`config.mk`:
```
export PLATFORM = sky130hd
export DESIGN_NAME = result_arbiter
export DESIGN_NICKNAME = d
export VERILOG_FILES = /design/src/common/ex_pkg.sv /design/src/design/result_arbiter.sv
export SDC_FILE = /design/constraint.sdc
export NUM_CORES = 1
export LEC_CHECK = 0
export BUFFER_PORTS_ARGS = -buffer_cell sky130_fd_sc_hd__buf_2
export CAP_MARGIN = 40
export CORE_AREA = 2 2 217 219
export CTS_BUF_LIST = sky130_fd_sc_hd__clkbuf_16
export DETAILED_ROUTE_END_ITERATION = 7
export DIE_AREA = 0 0 219 221
export GPL_TIMING_DRIVEN = 0
export PLACE_DENSITY_LB_ADDON = 0.2
export SLEW_MARGIN = 20
export SYNTH_ARGS = -nofsm -noshare
export SYNTH_HDL_FRONTEND = slang
export SYNTH_SLANG_ARGS = --single-unit
```
`constraint.sdc`:
```
create_clock -name clock -period 1 [get_ports clock]
set_input_delay 0.3 -clock clock [delete_from_list [all_inputs] [get_ports clock]]
set_output_delay 0.3 -clock clock [all_outputs]
set_load 0.05 [all_outputs]
```
`src/common/ex_pkg.sv`:
```
/*
 * Shared definitions for the two-lane execute stage.
 * ALU function codes, operand select codes, branch condition codes,
 * the instruction word with its three format views, and the structs
 * passed between issue, lanes, multipliers and the result arbiter.
 * Modules pull these in with a wildcard import in their header.
 */
package ex_pkg;

  ////////////////////////////////////////////////////////////////////////////
  // ALU function codes
  localparam logic [4:0] ALU_ADDQ   = 5'h00;
  localparam logic [4:0] ALU_SUBQ   = 5'h01;
  localparam logic [4:0] ALU_AND    = 5'h02;
  localparam logic [4:0] ALU_BIC    = 5'h03;   // a & ~b
  localparam logic [4:0] ALU_BIS    = 5'h04;   // Plain or
  localparam logic [4:0] ALU_ORNOT  = 5'h05;
  localparam logic [4:0] ALU_XOR    = 5'h06;
  localparam logic [4:0] ALU_EQV    = 5'h07;   // xnor
  localparam logic [4:0] ALU_SRL    = 5'h08;
  localparam logic [4:0] ALU_SLL    = 5'h09;
  localparam logic [4:0] ALU_SRA    = 5'h0a;
  localparam logic [4:0] ALU_MULQ   = 5'h0b;   // Goes to the multiplier
  localparam logic [4:0] ALU_CMPEQ  = 5'h0c;
  localparam logic [4:0] ALU_CMPLT  = 5'h0d;
  localparam logic [4:0] ALU_CMPLE  = 5'h0e;
  localparam logic [4:0] ALU_CMPULT = 5'h0f;
  localparam logic [4:0] ALU_CMPULE = 5'h10;   // Highest legal code

  // Operand A select
  localparam logic [1:0] OPA_IS_REGA     = 2'd0;
  localparam logic [1:0] OPA_IS_MEM_DISP = 2'd1;
  localparam logic [1:0] OPA_IS_NPC      = 2'd2;
  localparam logic [1:0] OPA_IS_NOT3     = 2'd3;

  // Operand B select, code 3 illegal
  localparam logic [1:0] OPB_IS_REGB    = 2'd0;
  localparam logic [1:0] OPB_IS_ALU_IMM = 2'd1;
  localparam logic [1:0] OPB_IS_BR_DISP = 2'd2;

  // Branch conditions, low opcode bits, tested on rega
  localparam logic [2:0] COND_LBC = 3'd0;   // Low bit clear
  localparam logic [2:0] COND_EQ  = 3'd1;
  localparam logic [2:0] COND_LT  = 3'd2;
  localparam logic [2:0] COND_LE  = 3'd3;
  localparam logic [2:0] COND_LBS = 3'd4;   // Low bit set
  localparam logic [2:0] COND_NE  = 3'd5;
  localparam logic [2:0] COND_GE  = 3'd6;
  localparam logic [2:0] COND_GT  = 3'd7;

  ////////////////////////////////////////////////////////////////////////////
  // Instruction word views
  typedef struct packed {
    logic [5:0]  opcode;
    logic [4:0]  ra;
    logic [4:0]  rb;
    logic [15:0] disp;
  } mem_fmt_t;

  typedef struct packed {
    logic [5:0]  opcode;   // Low 3 bits are the condition
    logic [4:0]  ra;
    logic [20:0] disp;     // Longword displacement
  } br_fmt_t;

  // rb and the literal share bits 20:13 of an operate word
  typedef union packed {
    struct packed {
      logic [4:0] rb;
      logic [2:0] sbz;
    } reg_src;
    logic [7:0] lit;
  } op_src_u;

  typedef struct packed {
    logic [5:0] opcode;
    logic [4:0] ra;
    op_src_u    src;
    logic       is_lit;
    logic [6:0] func;
    logic [4:0] rc;
  } op_fmt_t;

  typedef union packed {
    mem_fmt_t mem;
    br_fmt_t  br;
    op_fmt_t  op;
  } inst_word_u;

  ////////////////////////////////////////////////////////////////////////////
  // Stage structs
  typedef struct packed {
    logic        valid;
    logic [63:0] npc;             // PC + 4
    logic [63:0] ppc;             // Predicted next PC
    inst_word_u  ir;
    logic [4:0]  dest_reg;
    logic [63:0] rega;
    logic [63:0] regb;
    logic [1:0]  opa_sel;
    logic [1:0]  opb_sel;
    logic [4:0]  alu_func;
    logic        cond_branch;
    logic        uncond_branch;
  } issue_pkt_t;

  // On the way out mplier holds the product
  typedef struct packed {
    logic        valid;
    logic [4:0]  dest_reg;
    logic [63:0] mplier;
    logic [63:0] mcand;
  } mult_req_t;

  typedef struct packed {
    logic        valid;
    logic [4:0]  dest_reg;
    logic [63:0] value;
    logic        mispredict;
  } ex_result_t;

endpackage

```
`src/design/result_arbiter.sv`:
```
/*
 * Result bus arbiter for both lanes.
 * Each lane has one registered result bus. A finished multiply always
 * wins; an ALU result in the same cycle is refused and the lane's stall
 * goes high so issue holds the op until the bus is free.
 */
`timescale 1ns/1ps

module result_arbiter import ex_pkg::*; (
  input  logic       clock,
  input  logic       rst_n,
  input  ex_result_t alu_1,
  input  ex_result_t alu_2,
  input  mult_req_t  mult_1,
  input  mult_req_t  mult_2,
  output ex_result_t result_1,
  output ex_result_t result_2,
  output logic       stall_1,
  output logic       stall_2
);

  ex_result_t alu_in  [2];
  mult_req_t  mult_in [2];
  ex_result_t bus     [2];   // Registered result buses
  logic [1:0] stall;

  assign alu_in[0]  = alu_1;
  assign alu_in[1]  = alu_2;
  assign mult_in[0] = mult_1;
  assign mult_in[1] = mult_2;

  // Collision per lane
  always_comb
  begin
    for (int i = 0; i < 2; i++)
      stall[i] = mult_in[i].valid & alu_in[i].valid;
  end

  ////////////////////////////////////////////////////////////////////////////
  // Bus registers, multiplier first
  always_ff @(posedge clock)
  begin
    for (int i = 0; i < 2; i++)
    begin
      if (!rst_n)
        bus[i].valid <= 1'b0;
      else
        bus[i].valid <= mult_in[i].valid | alu_in[i].valid;
      if (mult_in[i].valid)
      begin
        bus[i].dest_reg   <= mult_in[i].dest_reg;
        bus[i].value      <= mult_in[i].mplier;   // Product
        bus[i].mispredict <= 1'b0;
      end
      else
        bus[i].dest_reg   <= alu_in[i].dest_reg;
      if (!mult_in[i].valid)
      begin
        bus[i].value      <= alu_in[i].value;
        bus[i].mispredict <= alu_in[i].mispredict;
      end
    end
  end

  assign result_1 = bus[0];
  assign result_2 = bus[1];
  assign stall_1  = stall[0];
  assign stall_2  = stall[1];

  // Refused ALU op must still be presented, unchanged, after the stall
  for (genvar i = 0; i < 2; i++)
  begin : g_chk
    assert property (@(posedge clock) disable iff (!rst_n)
      stall[i] |=> alu_in[i].valid
                   && alu_in[i].dest_reg == $past(alu_in[i].dest_reg)
                   && alu_in[i].value == $past(alu_in[i].value))
      else $error("result_arbiter: lane %0d lost the ALU op refused under stall", i + 1);
  end

endmodule

```
==> results.md <==
- NumNets Final: around 1400
- #FFs+latches synth: ~140
- Post-synthesis adder-cell area fraction: 0%
- Main combinational cell family by area after synthesis: multiplexers
- Slowest CP cell: dfxtp_4
- Worst hold path class: primary input to register
- Sequential cell fraction of total power: between 30% and 40%
- Failing checks: negative setup slack
- XOR/XNOR share of the synthesized area: 0%
- Row count: 79
- Multi-input gate area: around 0.0017 mm2
- Clock Path Buffers: 2
- Gp weighted congestion: roughly 0.7
- Synth unique cells: 8
- CTS Buf Count: 17
- CTS tree: done
- Post-Synth Simple-Gate Area: less than 1%
- Worst Setup End Kind: output port
- Largest registers: bus (142)
- Final setup viols: 143
- Top reg by flops: bus
- RSZ-0062 raised after global routing: yes
- Reg clk slew, reported paths: roughly 70 ps
- Clock root cell: clkbuf_16
- Layout cell share with drive strength beyond 1: 78.9%
- H-tree Lvls: 4
- Top fanout value on the critical path: 1
- Grt total ovfl: 0
- Fmax: ~750 MHz
- Cell total after placement: about 1300
- VDD IR-drop max: 1.03 mV
- Post-synthesis compound-gate area fraction: less than 1%
- Combinational power share: roughly 27%
- Clock share of power: approximately 37%
- Final WS setup: -338 ps
- Total GRT Usage: under 10%
- Sequential share of the synthesized area: 60.4%
- CTS sink count: ~140
- Int Power: ~13 mW
- Layout Cells excl Fill: between 1500 and 2000
- Vias in the first global route: around 5300
- Leakage power: approximately 5.2 nW
- Pin count of the biggest net entering global routing: 17
- Worst-margin pin slew: between 200 and 300 ps
- Final Power: 18.3 mW
- Core Region: 0.0461 mm2
- Synth top area cells: dfxtp_1 60%, mux2_2 27%, mux2_4 7.7%
- Overall die height: around 220 um
- Total wire length: 21.8 mm
- Post-DRT Antenna Nets: 0
- Synth Warn #: 0
- Power Dens Cells: roughly 1600 mW/mm2
- Fillers: roughly 4800
- Fin crit period: roughly 1300 ps
- Io pins: approximately 560
- Post-synthesis mux area share: roughly a third
- Worst stage delay on the critical path: approximately 400 ps
- Fin. max-slew vios: 0
- Hpwl dp: 15.4 mm
- Synth top area share: between 60% and 70%
- Initial antenna violation count: 2
- Buffers plus inverters on the worst setup path: 1
- FF/Latch Area: around 0.0030 mm2
- P_sw: between 5 and 6 mW
- Yosys top cell by area: dfxtp_1
- DR iter-0 viols: between 80 and 90
- Rel. slew slack: about four fifths
- Initial Util: slightly above 10%
- WP data arrival: 1040 ps
- Largest register FFs: about 140
- Final hold violations: 0
- Switching Share: 29.4%
- WP data required: about 700 ps
- Setup tns final: -33940 ps
- Area growth, synth to finish: 150%
- Delay-heaviest family, CP: flip-flops
- Synth Cell Area: 0.00471 mm2
- Crit start category: register
- Wire per inst: ~14 um
- Via density: 3.09
- Setup Slack @ Placement: -352 ps
- DRC violations left: 0
- Cells after Synth: around 300
- Crit path kind: register to output port
- Syn Nets: ~710
- Average instance area after synthesis: about 16 um2
- Post-route clock period utilization: 134%
- First drt pass iteration count: 3
- Port Buffer Count: 425
- Die ar.: 0.0484 mm2
- Chip width: about 220 um
- MaxCap Viol Count: 0
- Total number of vias: approximately 4800
- Crit-path cells: buf_8
- Status: complete, but fails checks
- First-pass GRT wire length: just over 30 mm
## stage by stage
| stage | util [%] | instance area, um2 | hold slack (ps) |
|---|---|---|---|
| finish | 25.5 | 11800 | 59.6 |
| global route | 25.5 | 11800 | 23.8 |
| CTS | 25.3 | 11700 | 0.205 |
| detailed placement | 16.6 | 7620 | 513 |
| global placement | 16.6 | 7620 | 511 |
| floorplan | - | 4740 | 410 |
## final timing paths
path                         from           end  depth (start not counted)
worst max-delay path   bus[0][65]  result_1[65]                          1
worst min-delay path  mult_2[124]    bus[1][61]                          2
## logic make-up (layout without fill, tap and decap cells)
family,count (synthesis),count (layout)
DFF,142,142
muxes,138,138
buffers and inverters,16,665
and+or+nand+nor,4,4
AOI/OAI and AO/OA,2,2
other,0,1
## power groups by stage
stage / sequential [mW] / clock [mW] / combinational [mW]
3_5_place_dp: 6.35 / 0 / 3.51
3_3_place_gp: 6.35 / 0 / 3.51
4_1_cts: 6.50 / 7.20 / 4.96
2_1_floorplan: 7.96 / 0 / 0.689
6_report: 6.51 / 6.77 / 4.97
5_1_grt: 6.55 / 7.39 / 5.20
## Yosys cell counts
master and count:
dfxtp_1 142, and2_1 2, buf_6 16, mux2_2 112, mux2_4 24, nor2b_1 2
o21a_1 2, mux2_1 2
## metal layers
| layer | share of wire [%] | vias up | GRT usage (%) |
|---|---|---|---|
| met5 | 0.12 | - | 0 |
| met4 | 2.7 | 4 | 4.62 |
| met3 | 12 | 37 | 4.93 |
| met2 | 50 | 296 | 15.8 |
| met1 | 35 | 2149 | 8.28 |
| li1 | - | 2327 | - |
## area by class of cell
cell class | instances | share of cell area (%)
antenna | 1 | 0.0213
buffer | 14 | 1.62
clock buffer | 17 | 3.62
clock inverter | 15 | 1.51
multi-input combinational | 144 | 14.4
sequential | 142 | 25.8
tap | 607 | 6.46
timing repair buffer | 619 | 46.7
## layout by cell type (no fill, tap or decap)
cell type,count
buf_2,280
dlygate4sd3_1,189
dfxtp_2,138
buf_8,126
mux2_2,112
buf_6,28
mux2_4,24
clkbuf_16,17
clkinv_1,5
buf_12,5
dfxtp_4,4
bufinv_16,4
clkinvlp_4,4
buf_4,3
buf_16,2
mux2_1,2
and2_4,2
o21a_1,2
nor2b_1,2
diode_2,1
inv_1,1
clkinv_2,1
## what timing repair did
action	in CTS	in global routing
setup buffers	5	0
setup endpoints to repair	144	144
hold endpoints to repair	116	0
pin swaps	2	0
hold buffers	189	0
gates cloned	0	0
resized for setup	547	22
(Power assumes the default switching activity.)
